## config.mk

```make
export PLATFORM = sky130hd
export DESIGN_NAME = depar_act_table_flat
export DESIGN_NICKNAME = d
export VERILOG_FILES = /design/src/depar_pkg.sv /design/src/act_table_if.sv /design/src/depar_act_table.sv /design/src/flat_wrapper.sv
export VERILOG_INCLUDE_DIRS = /design/src
export SDC_FILE = /design/constraint.sdc
export NUM_CORES = 2
export LEC_CHECK = 0
export BUFFER_PORTS_ARGS = -buffer_cell sky130_fd_sc_hd__clkbuf_2
export CORE_UTILIZATION = 50
export CTS_BUF_LIST = sky130_fd_sc_hd__clkbuf_8
export DETAILED_ROUTE_END_ITERATION = 10
export PLACE_DENSITY = 0.68
export SLEW_MARGIN = 20
export SYNTH_ARGS = -nofsm -noshare
export SYNTH_HDL_FRONTEND = slang
export SYNTH_SLANG_ARGS = --single-unit
```

## constraint.sdc

```tcl
create_clock -name clk -period 4.9 [get_ports clk]
set_input_delay 0.98 -clock clk [delete_from_list [all_inputs] [get_ports clk]]
set_output_delay 0.98 -clock clk [all_outputs]
set_load 0.02 [all_outputs]
```

## src/depar_settings.svh

```systemverilog
`ifndef DEPAR_SETTINGS_SVH
`define DEPAR_SETTINGS_SVH

// stream widths
`define DEPAR_DATA_W 256
`define DEPAR_KEEP_W 32
`define DEPAR_USER_W 128

// metadata [255:0], then 8 x 2B, 8 x 4B and 8 x 6B containers
`define DEPAR_PHV_W 1024

`define DEPAR_NUM_ACT 4
`define DEPAR_TBL_DEPTH 32
`define DEPAR_BUF_BEATS 2

// apb map: entry in [7:3], word select in [2]
`define DEPAR_APB_ADDR_W 8
`define DEPAR_APB_DATA_W 32
`define DEPAR_APB_ENTRY_LSB 3
`define DEPAR_APB_HI_BIT 2

`endif

```

## src/depar_pkg.sv

```systemverilog
`include "depar_settings.svh"

package depar_pkg;

	typedef enum logic [7:0] {
		IDLE,
		BEAT1,
		EXTRACT,
		PATCH,
		OUT0,
		OUT1,
		STREAM,
		DROP
	} depar_state_e;

	typedef enum logic [1:0] {
		NONE = 2'd0,
		B2   = 2'd1,
		B4   = 2'd2,
		B6   = 2'd3
	} cont_size_e;

	typedef struct packed {
		logic [2:0] spare;
		logic [6:0] offset;  // byte offset in the 64 byte buffer
		logic [2:0] index;
		cont_size_e size;
		logic       enable;
	} depar_act_t;

	// action 0 in the low 16 bits
	typedef depar_act_t [`DEPAR_NUM_ACT-1:0] act_entry_t;

	// byte 0 in [7:0] goes out first
	typedef logic [47:0] field_val_t;

	localparam int ENTRY_W = $clog2(`DEPAR_TBL_DEPTH);

	// metadata positions in the phv
	localparam int PHV_USER_LSB = 0;
	localparam int PHV_DISCARD_BIT = 128;
	localparam int PHV_VLAN_LSB = 129;
	localparam int VLAN_W = 12;
	localparam int VLAN_TBL_LSB = 4;

	// container groups
	localparam int PHV_B2_BASE = 256;
	localparam int PHV_B4_BASE = PHV_B2_BASE + 8 * 16;
	localparam int PHV_B6_BASE = PHV_B4_BASE + 8 * 32;

endpackage

```

## src/act_table_if.sv

```systemverilog
`timescale 1ns/100ps
`include "depar_settings.svh"

interface act_table_if;
	import depar_pkg::*;

	logic                         wr_en;
	logic                         wr_hi;   // upper half of the entry
	logic [ENTRY_W-1:0]           entry;
	logic [`DEPAR_APB_DATA_W-1:0] wr_word;
	logic [`DEPAR_APB_DATA_W-1:0] rd_word;

	modport cfg (
		output wr_en, wr_hi, entry, wr_word,
		input  rd_word
	);

	modport tbl (
		input  wr_en, wr_hi, entry, wr_word,
		output rd_word
	);

endinterface

```

## src/depar_act_table.sv

```systemverilog
`timescale 1ns/100ps
`include "depar_settings.svh"

module depar_act_table (
	input  logic                          clk,
	input  logic                          aresetn,
	input  logic [depar_pkg::ENTRY_W-1:0] lookup_addr,
	output depar_pkg::act_entry_t         lookup_entry,
	act_table_if.tbl                      tbl_if
);
	import depar_pkg::*;

	localparam int HALF_W = `DEPAR_APB_DATA_W;

	logic [2*HALF_W-1:0] mem [`DEPAR_TBL_DEPTH];

	// all actions disabled out of reset
	always_ff @(posedge clk) begin
		if (!aresetn) begin
			for (int i = 0; i < `DEPAR_TBL_DEPTH; i++) begin
				mem[i] <= '0;
			end
		end else if (tbl_if.wr_en) begin
			if (tbl_if.wr_hi) begin
				mem[tbl_if.entry][HALF_W +: HALF_W] <= tbl_if.wr_word;
			end else begin
				mem[tbl_if.entry][0 +: HALF_W] <= tbl_if.wr_word;
			end
		end
	end

	// readback for apb
	assign tbl_if.rd_word = tbl_if.wr_hi ? mem[tbl_if.entry][HALF_W +: HALF_W]
		: mem[tbl_if.entry][0 +: HALF_W];

	always_ff @(posedge clk) begin
		lookup_entry <= act_entry_t'(mem[lookup_addr]);  // one cycle lookup
	end

endmodule

```

## src/flat_wrapper.sv

```systemverilog
// flat-port wrapper written by rule: the top's interface ports become plain ports
module depar_act_table_flat import depar_pkg::*;
  (clk, aresetn, lookup_addr, lookup_entry, tbl_if_wr_en, tbl_if_wr_hi, tbl_if_entry, tbl_if_wr_word, tbl_if_rd_word);
  act_table_if tbl_if_i ();
  input  logic clk;
  input  logic aresetn;
  input  logic [depar_pkg::ENTRY_W-1:0] lookup_addr;
  output depar_pkg::act_entry_t lookup_entry;
  input wire logic [$bits(tbl_if_i.wr_en)-1:0] tbl_if_wr_en;
  input wire logic [$bits(tbl_if_i.wr_hi)-1:0] tbl_if_wr_hi;
  input wire logic [$bits(tbl_if_i.entry)-1:0] tbl_if_entry;
  input wire logic [$bits(tbl_if_i.wr_word)-1:0] tbl_if_wr_word;
  output wire logic [$bits(tbl_if_i.rd_word)-1:0] tbl_if_rd_word;
  assign tbl_if_i.wr_en = tbl_if_wr_en;
  assign tbl_if_i.wr_hi = tbl_if_wr_hi;
  assign tbl_if_i.entry = tbl_if_entry;
  assign tbl_if_i.wr_word = tbl_if_wr_word;
  assign tbl_if_rd_word = tbl_if_i.rd_word;
  depar_act_table u_core (.clk(clk), .aresetn(aresetn), .lookup_addr(lookup_addr), .lookup_entry(lookup_entry), .tbl_if(tbl_if_i));
endmodule
```

==> flow_summary.rst <==
.. list-table::
   :header-rows: 1

   * - Metric
     - Value
   * - Largest stage delay on the critical path
     - 660 ps
   * - Global placement routability congestion
     - 0.931
   * - Maximum fanout encountered on the critical timing path
     - 35
   * - Antenna violations before repair
     - 70
   * - Area of the multi-input gates
     - 44300 um^2
   * - Kind of capture point of the worst setup path
     - primary output
   * - Post-synthesis instance area
     - 109000 um^2
   * - Count of unique library cells instantiated by Yosys
     - 49
   * - Die outline width
     - 469 um
   * - Top-level port count
     - 142
   * - Relative slew slack
     - 21.5%
   * - Net Count, Synth
     - 7328
   * - Total leakage power
     - 42.8 nW
   * - Vias in the first global route
     - 74000
   * - Min-Delay Path Depth
     - 3
   * - Unrepaired setup endpoints after global routing
     - no
   * - Sinks on Clock Net
     - 2112
   * - Pwr Density
     - 345 nW/um^2
   * - Global-route layer with the greatest usage
     - met2
   * - Post-detailed-route count of antenna-violating nets
     - 0
   * - Met1 GRT Util
     - 46.4%
   * - Half-perimeter wire length of the detailed placement result
     - 250000 um
   * - Crit Path Class
     - in -> out
   * - Critical path, cell by cell
     - clkbuf_2 > buf_4 > and3b_4 > buf_12 > a22oi_1 > nand4_1 > a211oi_2 > buf_4 > a41oi_1 > clkbuf_2
   * - VDD IR max
     - 0.000294 V
   * - Fin area
     - 123000 um^2
   * - Worst hold slack after final layout
     - 517 ps
   * - Total of fill cells in the finished design
     - 16900
   * - Worst slack at placement
     - 5.97 ps
   * - Main flop type after synthesis
     - edfxtp_1
   * - Die Y-Extent
     - 469 um
   * - Iteration-0 DRC Markers
     - 13800
   * - Flop and latch count out of synthesis
     - 2112
   * - Leftover overflow at the end of global routing
     - 0
   * - FFs w/ async S/R, synth
     - 0%
   * - Critical Path AT
     - 3860 ps
   * - Final Hold Viols
     - 0
   * - Leading cell types by total area after synthesis
     - edfxtp_1 (56%), mux4_2 (18%), and2_1 (12%)
   * - Area growth from synthesis to final layout
     - 12.3%
   * - CP startpoint kind
     - input port
   * - GR Util met3
     - 12.7%
   * - Worst hold path class
     - in -> reg
   * - GR Util All Layers
     - 37.5%
   * - Routed WL
     - 419000 um
   * - Fraction of layout instances using a drive strength above 1
     - 26.7%
   * - Required time of the worst setup path
     - 3920 ps
   * - Number of nets in the layout
     - 7439
   * - Yosys top cell area share
     - 56.3%
   * - Maximum number of pins on one net before global-route repair
     - 75
   * - First-pass GRT wire length
     - 572000 um
   * - Number of post-CTS setup repair buffers
     - 0
   * - Residual DRC
     - 0
   * - GR Layer Usage met2
     - 55.4%
   * - Number of enable flip-flop cells after synthesis
     - 2048
   * - Starting utilization of the core area
     - 50.3%
   * - Worst-Margin Slew
     - 1180 ps
   * - Highest Clock Rate
     - 0.207 GHz
   * - TritonCTS Buffers
     - 371
   * - CTS root buf
     - clkbuf_8
   * - MaxCap Viol Count
     - 0
   * - Worst flop-to-flop path startpoint
     - u_core.mem[26][57]
   * - Skew final
     - 71.9 ps
   * - Vias per cell
     - 7.14
   * - Post-CTS Hold Fix Bufs
     - 0
   * - Worst setup path startpoint
     - tbl_if_entry[3]
   * - Final Max Tran Viols
     - 0
   * - CTS clk-pin slew, worst paths
     - 60 ps
   * - Syn avg cell area
     - 15.0 um^2
   * - Largest area contributor in the synthesized netlist
     - edfxtp_1
   * - CTS Buffer Depth
     - 4
   * - Die area
     - 220000 um^2
   * - Number of standard cells after synthesis
     - 7282
   * - Final period util
     - 98.7%
   * - Total number of H-tree levels
     - 5
   * - Number of warning messages in the yosys log
     - 0
   * - Core ar.
     - 217000 um^2
   * - Min Clock Period, post-route
     - 4840 ps
   * - Total of endpoints with negative setup slack in the final report
     - 0
   * - Startpoint of the lowest-slack hold path
     - lookup_addr[4]
   * - Least setup slack across all paths after layout
     - 62.8 ps
   * - Number of optimization iterations in the first detailed-route pass
     - 8
   * - Part of the Yosys area used for sequential elements
     - 57.5%
   * - Average wire per standard cell
     - 39.6 um
   * - Setup TNS
     - 0 ps
   * - Depth of the worst register-to-register path
     - 4
   * - Placed standard-cell area
     - 116000 um^2
   * - Cell with the largest stage delay on the worst path
     - and3b_4
   * - Clock latency on the worst-skew pair
     - 1130 ps
   * - Port-buffer cells
     - 141
   * - Number of vias after detailed routing
     - 75500
   * - CTS tree
     - done
   * - Register area
     - 62800 um^2
   * - Result of the run
     - finished clean
   * - Number of cell rows
     - 171
-- per-layer routing --
metal / vias to the layer above / wire length, um
met3: 1818 / 64000
met1: 38100 / 137000
met2: 7185 / 184000
met5: - / 212
met4: 26 / 33900
li1: 28400 / -
-- synth_stat cells (54+ instances only) --
master / count
nand2_1: 59
o221ai_1: 66
o21ai_0: 105
buf_2: 162
dfxtp_1: 64
and2_1: 2057
mux2i_1: 400
nor2_1: 77
a21oi_1: 54
a22oi_1: 210
mux4_2: 859
o22ai_1: 136
clkbuf_1: 576
edfxtp_1: 2048
-- final cells by class --
cell class                 instances  area share (%)
sequential                      2112            51.2
multi-input combinational       4347            36.1
clock buffer                     389            4.36
timing repair buffer             558            4.16
tap                             2854            2.91
clock inverter                   267            1.19
antenna                           45          0.0918
inverter                           3          0.0112
-- cells in the final DEF, fill, tap and decap left out, drive strengths merged, types with 105 or more instances in the layout --
cell type | Yosys | routed
o22ai | 136 | 136
mux2i | 400 | 400
buf | 245 | 433
inv | 3 | 112
o21ai | 105 | 105
mux4 | 859 | 859
edfxtp | 2048 | 2048
and2 | 2058 | 2058
a22oi | 210 | 210
clkbuf | 576 | 514
clkinv | 0 | 139
-- critical path, delay by kind of cell --
family                 cells  cell delay [ps]
buffers and inverters      5             1380
AO/OA/AOI/OAI              3              640
AND/OR/NAND/NOR            2              810
-- registers in the layout, indices dropped and copies added, names as in the netlist --
| register | flops |
|---|---|
| u_core.mem | 2048 |
| u_core.lookup_entry | 64 |
-- logic make-up after synthesis --
| kind of cell | count (synthesis) | synth area share, % |
|---|---|---|
| DFF | 2112 | 57.5 |
| AOI/OAI and AO/OA | 730 | 4.70 |
| muxes | 1264 | 21.4 |
| and+or+nand+nor | 2352 | 13.2 |
| buffers and inverters | 824 | 3.14 |
-- stage by stage --
stage               power, mW  utilization (%)  cells
finish                   42.3             56.5  10600
global route             43.1             56.4  10500
CTS                      42.1             56.4  10500
detailed placement       26.8             53.3   9873
global placement         26.7             53.3   9870
floorplan                24.5                -   7282
-- path summary, 6_finish.rpt --
path	slack, ps	to
max	60	tbl_if_rd_word[0]
min reg2reg	900	u_core.lookup_entry[23]
min	520	u_core.lookup_entry[21]
max reg2reg	2500	u_core.lookup_entry[57]
-- timing repair --
action | CTS | global route
gates resized for setup | 0 | 2
endpoints found under the setup margin | 1 | 1
cloned | 0 | 1
hold endpoints to repair | 0 | 0
pin swaps | 1 | 1
-- report_power, final --
| part | internal [mW] | switching, mW | leakage, nW |
|---|---|---|---|
| logic | 2.00 | 3.36 | 18.9 |
| clock network | 8.06 | 7.58 | 3.91 |
| registers | 20.8 | 0.535 | 20.0 |
| total | 30.9 | 11.5 | 42.8 |
Power figures use the tool's default switching activity.
