--- config.mk ---
export PLATFORM = sky130hd
export DESIGN_NAME = depar_cfg_apb_flat
export DESIGN_NICKNAME = d
export VERILOG_FILES = /design/src/depar_pkg.sv /design/src/act_table_if.sv /design/src/depar_cfg_apb.sv /design/src/flat_wrapper.sv
export VERILOG_INCLUDE_DIRS = /design/src
export SDC_FILE = /design/constraint.sdc
export NUM_CORES = 1
export LEC_CHECK = 0
export BUFFER_PORTS_ARGS = -buffer_cell sky130_fd_sc_hd__buf_4
export CELL_PAD_IN_SITES_DETAIL_PLACEMENT = 0
export CELL_PAD_IN_SITES_GLOBAL_PLACEMENT = 1
export CORE_MARGIN = 1
export CORE_UTILIZATION = 11
export DETAILED_ROUTE_END_ITERATION = 8
export PLACE_DENSITY = 0.9
export SETUP_SLACK_MARGIN = 0.02
export SYNTH_ARGS = -nofsm -noshare
export SYNTH_HDL_FRONTEND = slang
export SYNTH_SLANG_ARGS = --single-unit
--- constraint.sdc ---
create_clock -name vclk -period 0.8
set_input_delay 0.04 -clock vclk [all_inputs]
set_output_delay 0.04 -clock vclk [all_outputs]
set_load 0.1 [all_outputs]
--- src/depar_settings.svh ---
`ifndef DEPAR_SETTINGS_SVH
`define DEPAR_SETTINGS_SVH

// stream widths
`define DEPAR_DATA_W 256
`define DEPAR_KEEP_W 32
`define DEPAR_USER_W 128

// metadata [255:0], then 8 x 2B, 8 x 4B and 8 x 6B containers
`define DEPAR_PHV_W 1024

`define DEPAR_NUM_ACT 4
`define DEPAR_TBL_DEPTH 32
`define DEPAR_BUF_BEATS 2

// apb map: entry in [7:3], word select in [2]
`define DEPAR_APB_ADDR_W 8
`define DEPAR_APB_DATA_W 32
`define DEPAR_APB_ENTRY_LSB 3
`define DEPAR_APB_HI_BIT 2

`endif

--- src/depar_pkg.sv ---
`include "depar_settings.svh"

package depar_pkg;

	typedef enum logic [7:0] {
		IDLE,
		BEAT1,
		EXTRACT,
		PATCH,
		OUT0,
		OUT1,
		STREAM,
		DROP
	} depar_state_e;

	typedef enum logic [1:0] {
		NONE = 2'd0,
		B2   = 2'd1,
		B4   = 2'd2,
		B6   = 2'd3
	} cont_size_e;

	typedef struct packed {
		logic [2:0] spare;
		logic [6:0] offset;  // byte offset in the 64 byte buffer
		logic [2:0] index;
		cont_size_e size;
		logic       enable;
	} depar_act_t;

	// action 0 in the low 16 bits
	typedef depar_act_t [`DEPAR_NUM_ACT-1:0] act_entry_t;

	// byte 0 in [7:0] goes out first
	typedef logic [47:0] field_val_t;

	localparam int ENTRY_W = $clog2(`DEPAR_TBL_DEPTH);

	// metadata positions in the phv
	localparam int PHV_USER_LSB = 0;
	localparam int PHV_DISCARD_BIT = 128;
	localparam int PHV_VLAN_LSB = 129;
	localparam int VLAN_W = 12;
	localparam int VLAN_TBL_LSB = 4;

	// container groups
	localparam int PHV_B2_BASE = 256;
	localparam int PHV_B4_BASE = PHV_B2_BASE + 8 * 16;
	localparam int PHV_B6_BASE = PHV_B4_BASE + 8 * 32;

endpackage

--- src/act_table_if.sv ---
`timescale 1ns/100ps
`include "depar_settings.svh"

interface act_table_if;
	import depar_pkg::*;

	logic                         wr_en;
	logic                         wr_hi;   // upper half of the entry
	logic [ENTRY_W-1:0]           entry;
	logic [`DEPAR_APB_DATA_W-1:0] wr_word;
	logic [`DEPAR_APB_DATA_W-1:0] rd_word;

	modport cfg (
		output wr_en, wr_hi, entry, wr_word,
		input  rd_word
	);

	modport tbl (
		input  wr_en, wr_hi, entry, wr_word,
		output rd_word
	);

endinterface

--- src/depar_cfg_apb.sv ---
`timescale 1ns/100ps
`include "depar_settings.svh"

module depar_cfg_apb (
	input  logic                         clk,
	input  logic                         aresetn,
	input  logic                         psel,
	input  logic                         penable,
	input  logic                         pwrite,
	input  logic [`DEPAR_APB_ADDR_W-1:0] paddr,
	input  logic [`DEPAR_APB_DATA_W-1:0] pwdata,
	output logic [`DEPAR_APB_DATA_W-1:0] prdata,
	output logic                         pready,
	output logic                         pslverr,
	act_table_if.cfg                     tbl_if
);
	import depar_pkg::*;

	logic aligned;
	logic access;

	assign aligned = (paddr[1:0] == 2'b00);
	assign access = psel && penable;

	assign tbl_if.entry = paddr[`DEPAR_APB_ENTRY_LSB +: ENTRY_W];
	assign tbl_if.wr_hi = paddr[`DEPAR_APB_HI_BIT];
	assign tbl_if.wr_word = pwdata;
	// the table takes the word at the end of the access cycle
	assign tbl_if.wr_en = access && pwrite && aligned;

	assign pready = 1'b1;  // no wait states
	assign pslverr = access && !aligned;

	always_comb begin
		prdata = '0;
		if (psel && !pwrite && aligned) begin
			prdata = tbl_if.rd_word;
		end
	end

	a_penable_sel: assert property (
		@(posedge clk) disable iff (!aresetn)
		penable |-> psel
	) else $error("apb penable high without psel");

endmodule

--- src/flat_wrapper.sv ---
// flat-port wrapper written by rule: the top's interface ports become plain ports
module depar_cfg_apb_flat import depar_pkg::*;
  (clk, aresetn, psel, penable, pwrite, paddr, pwdata, prdata, pready, pslverr, tbl_if_wr_en, tbl_if_wr_hi, tbl_if_entry, tbl_if_wr_word, tbl_if_rd_word);
  act_table_if tbl_if_i ();
  input  logic clk;
  input  logic aresetn;
  input  logic psel;
  input  logic penable;
  input  logic pwrite;
  input  logic [`DEPAR_APB_ADDR_W-1:0] paddr;
  input  logic [`DEPAR_APB_DATA_W-1:0] pwdata;
  output logic [`DEPAR_APB_DATA_W-1:0] prdata;
  output logic pready;
  output logic pslverr;
  output wire logic [$bits(tbl_if_i.wr_en)-1:0] tbl_if_wr_en;
  output wire logic [$bits(tbl_if_i.wr_hi)-1:0] tbl_if_wr_hi;
  output wire logic [$bits(tbl_if_i.entry)-1:0] tbl_if_entry;
  output wire logic [$bits(tbl_if_i.wr_word)-1:0] tbl_if_wr_word;
  input wire logic [$bits(tbl_if_i.rd_word)-1:0] tbl_if_rd_word;
  assign tbl_if_wr_en = tbl_if_i.wr_en;
  assign tbl_if_wr_hi = tbl_if_i.wr_hi;
  assign tbl_if_entry = tbl_if_i.entry;
  assign tbl_if_wr_word = tbl_if_i.wr_word;
  assign tbl_if_i.rd_word = tbl_if_rd_word;
  depar_cfg_apb u_core (.clk(clk), .aresetn(aresetn), .psel(psel), .penable(penable), .pwrite(pwrite), .paddr(paddr), .pwdata(pwdata), .prdata(prdata), .pready(pready), .pslverr(pslverr), .tbl_if(tbl_if_i));
endmodule
==> run_results.csv, run 1 <==
group,metric,value,unit
status,status,"finished with violations",
status,violations,"negative setup slack",
yosys,avgSynthCellArea,7.288,sq um
die,die_h,74.81,um
route,drt-pass1-iter-count,2,
yosys,netlist_area,583.1,sq um
power,p_per_area,422.0,mW/mm^2
setup_path,crit_fanout,8,
clock_network,cts_hold_buf,0,
final_layout,antennaDiodeCount,0,
sta,tns,-8893,ps
sta,max_freq,915.5,MHz
yosys,synth_commonest_cells,"buf_4 (39), and2_2 (21), and2_1 (11)",
die,io-pin-count,150,
min_path,hold_depth,0,
sta,fin_crit_sh,1.365,
min_path,hold_class,"input pin to output pin",
route,antenna_left,0,
route,wire_per_inst,12.03,um
grt,grt_pass1_wl,2.352,mm
route,drtIter0Drc,2,
yosys,synth_top_family_by_area,"buffers and inverters",
placement,gp_congestion,0.6269,
sta,whs,80.04,ps
die,core-area,0.005107,sq mm
final_layout,regArea,0,sq um
sta,rsz0062_at_grt,"yes",
yosys,synth_top_area_frac,0.5021,
yosys,yosysWarnings,0,
route,drc_errors,0,
die,die_w,74.81,um
route,routed_wl,2.225,mm
grt,use_met2,0.1191,
final_layout,nets,194,
final_layout,clkbuf_count,0,
yosys,synth.area.mux_share,0,
yosys,syn_nets,157,
yosys,yosys.area_share.simple,0.4657,
grt,grt_pass1_vias,544,
grt,grt_max_degree,33,
flow_run,maxCapViolations,0,
grt,met1_usage,0.04396,
setup_path,end_kind,"output pin",
grt,grt.overflow.total,0,
yosys,synth-adder-area-share,0,
setup_path,worst_setup_path_start_kind,"input pin",
sta,fin_ws,-292.3,ps
grt,grt.busiest_layer,"met2",
die,fp-row-count,26,
yosys,synth_top_area_cell,"buf_4",
yosys,synthTopCellsByArea,"buf_4 (50%), and2_2 (27%), and2_1 (12%), nor4b_4 (4.1%), clkbuf_2 (2.6%)",
setup_path,cp_data_required_time,760,ps
setup_path,critical_path_arrival,1050,ps
placement,dp.final_hpwl,1.226,mm
power,ir_worst_vdd,0.1778,mV
sta,finalHoldViolCount,0,
yosys,synth_most_common_cell,"buf_4",
setup_path,worstSetupPathType,"input pin to output pin",
yosys,synth-xor-area-share,0,
power,power_leakage,0.6662,nW
yosys,synth-compound-area-share,0,
grt,antenna_found_initial,0,
final_layout,drive_gt1_frac,0.9739,
route,drt-vias-per-instance,3.341,
sta,maxSlewViolCount,0,
yosys,yosysSeqAreaShare,0,
yosys,synth.distinct_cells,9,
placement,io_buffers,71,
final_layout,area.growth.synth_to_final,153.2,%
die,start_util,0.1142,
die,dieArea,0.005596,sq mm
route,num_vias,618,
sta,min_period,1092,ps
sta,setup-violations-final,32,
yosys,synth_cells,80,
grt,grt_usage,0.05332,
grt,grt.met3_usage,0.005355,
final_layout,seq_cell_count,0,
power,p_total,0.0006230,W
-- per-layer routing --
layer | share of wire | wire length (um)
met1 | 0.29 | 649
met2 | 0.58 | 1299
met3 | 0.098 | 219
met4 | 0.026 | 57
met5 | 0 | 0
-- metrics by stage --
step / std cells / instance area [sq um] / util / worst slack, ps
after global routing: 185 / 1476 / 0.2891 / -340.3
after detailed placement: 181 / 977.2 / 0.1913 / -398.6
after CTS: 181 / 1393 / 0.2727 / -305.6
final: 185 / 1476 / 0.2891 / -292.3
after floorplan: 80 / 644.4 / - / -152.3
after global placement: 181 / 977.2 / 0.1913 / -369.8
-- timing repair --
| item | CTS | global route |
|---|---|---|
| endpoints found under the setup margin | 33 | 33 |
| setup buffers | 0 | 1 |
| gates resized for setup | 100 | 5 |
| pin swaps | 0 | 4 |
| cloned | 0 | 3 |
-- area by class of cell --
class                           count  area, sq um
Timing Repair Buffer               77         1057
Tap cell                           70        87.58
Multi-Input combinational cell     38        331.6
Fill cell                         530         3631
-- path summary, 6_finish.rpt --
path / start / slack (ps) / endpoint
max: paddr[1] / -290 / prdata[25]
min: paddr[5] / 80 / tbl_if_entry[2]
-- power by group --
| group | internal (W) | switching, W |
|---|---|---|
| sequential | 0 | 0 |
| combinational | 0.000288 | 0.000335 |
| clock | 0 | 0 |
| total | 0.000288 | 0.000335 |
-- placed cells by master, fill, tap and decap left out --
cell type  instances
clkbuf_16          2
and2_4            32
nand2_1            1
buf_6              3
buf_12            34
conb_1             1
buf_8              1
nor4b_4            1
buf_4             37
nor2_1             1
nor2_2             1
and4_2             1
-- critical path: stages --
cell and delay [ps]:
buf_8 100, nor4b_4 270, buf_6 170, clkbuf_16 150, and2_4 150, buf_12 160
-- cell families (layout without fill, tap and decap cells) --
kind of cell / after synthesis / after routing
buffers and inverters: 42 / 77
AND/OR/NAND/NOR: 37 / 37
other: 1 / 1
Power figures use the tool's default switching activity.
==> inputs of run 2 (changes only) <==
Settings changed: CORE_ASPECT_RATIO set to 2.
==> run 2 against run 1 <==
Total power is 0.71% lower. The run still ends with negative setup slack left. Critical path type unchanged. First-iteration DRC count grew to 11 times the previous value. Critical path depth stayed put. Clock-buffer cell count stayed put. Final cell count is 6.5% lower. Global-route usage is 1.4 points higher. Wire length is 4.3% lower. Utilization is 0.66 points lower.
==> run_results.csv, run 2 (synthesis gave the netlist of run 1 again) <==
group,metric,value,unit
final_layout,antennaDiodeCount,0,
sta,min_period,1094,ps
grt,grt_max_degree,13,
final_layout,regArea,0,sq um
placement,placedCellCount,170,
placement,dp.final_hpwl,1.588,mm
sta,finalHoldViolCount,0,
die,start_util,0.1135,
final_layout,nets,194,
power,p_switching,0.0003326,W
sta,max_freq,913.9,MHz
route,drc_errors,0,
route,drtIter0Drc,21,
setup_path,critical_path_arrival,1050,ps
sta,rsz0062_at_grt,"yes",
sta,fin_ws,-294.2,ps
power,p_total,0.0006186,W
power,seq_power_share,0,
route,wire_per_inst,12.31,um
route,num_vias,638,
sta,maxSlewViolCount,0,
route,drt-pass1-iter-count,2,
setup_path,end_kind,"output pin",
status,status,"finished with violations",
route,routed_wl,2.129,mm
grt,grt_pass1_wl,2.718,mm
grt,grt_usage,0.06685,
final_layout,seq_cell_count,0,
grt,grt.overflow.total,0,
die,die_h,105.0,um
grt,antenna_found_initial,0,
final_layout,clkbuf_count,0,
die,io-pin-count,150,
power,power_leakage,0.6630,nW
route,antenna_left,0,
sta,whs,80.03,ps
final_layout,fin_cells,173,
status,violations,"negative setup slack",
flow_run,maxCapViolations,0,
final_layout,post-route-util,0.2824,
placement,place_area,957.2,sq um
die,die_w,53.48,um
power,pwr-share-clk,0,
setup_path,worstSetupPathType,"input pin to output pin",
clock_network,cts_hold_buf,0,
grt,grt_pass1_vias,613,
final_layout,layout_common_cells,"buf_4 (37), buf_12 (34), and2_4 (32), buf_6 (4)",
min_path,hold_depth,0,
min_path,hold_class,"input pin to output pin",
die,dieArea,0.005613,sq mm
power,p_int,0.0002860,W
setup_path,worst_setup_path_start_kind,"input pin",
placement,gp_congestion,0.5380,
power,ir_worst_vdd,0.1527,mV
setup_path,crit_fanout,10,
die,core-area,0.005139,sq mm
placement,io_buffers,71,
power,comb_power_share,1.000,
final_layout,design_area,0.001451,sq mm
power,p_per_area,426.2,mW/mm^2
power,sw_frac_of_total,0.5377,
setup_path,cp_data_required_time,760,ps
final_layout,final_common_cell,"buf_4",
final_layout,area.growth.synth_to_final,148.9,%
final_layout,drive_gt1_frac,0.9739,
sta,setup-violations-final,32,
die,fp-row-count,37,
route,drt-vias-per-instance,3.688,
sta,fin_crit_sh,1.368,
-- run 2: changes by cell type in the layout (fill, tap and decap cells not counted), sizes merged --
cell    change
clkbuf      -2
buf         +2
-- run 2: path summary, 6_finish.rpt --
kind,start,end,slack [ps]
worst max-delay path,paddr[0],prdata[28],-290
worst min-delay path,paddr[7],tbl_if_entry[4],80
-- run 2: routing by layer --
layer,global-route usage,vias up,wire length [um]
li1,-,272,-
met5,0,-,0
met4,0.07331,0,285
met1,0.03141,256,387
met2,0.1446,70,1156
met3,0.002911,40,300
-- run 2: power by group through the flow --
stage | registers [W] | clock network, W | logic [W]
2_1_floorplan | 0 | 0 | 0.00121
3_3_place_gp | 0 | 0 | 0.000505
3_5_place_dp | 0 | 0 | 0.000507
4_1_cts | 0 | 0 | 0.000617
5_1_grt | 0 | 0 | 0.000640
6_report | 0 | 0 | 0.000619
-- run 2: what timing repair did --
action                                  4_1_cts  5_1_grt
resized for setup                           109        4
buffers inserted                              1        0
pin swaps                                     1        1
cloned                                        2        0
endpoints found under the setup margin       33       33
-- run 2: worst max-delay path: stages --
cell and delay, ps:
buf_6 100, nor4b_4 270, buf_6 180, buf_6 140, and2_4 150, buf_12 160
-- run 2: metrics by stage --
| step | setup slack (ps) | setup TNS (ps) |
|---|---|---|
| after floorplan | -152.3 | -4903 |
| after global placement | -404.8 | -11940 |
| after detailed placement | -416.5 | -12590 |
| after CTS | -325.5 | -9293 |
| after global routing | -344.8 | -10440 |
| final | -294.2 | -8851 |
-- run 2: final cells by class --
type,instances,area (sq um)
repair buffers,77,1046
multi-input cells,38,332.8
well taps,58,72.57
fillers,512,3687
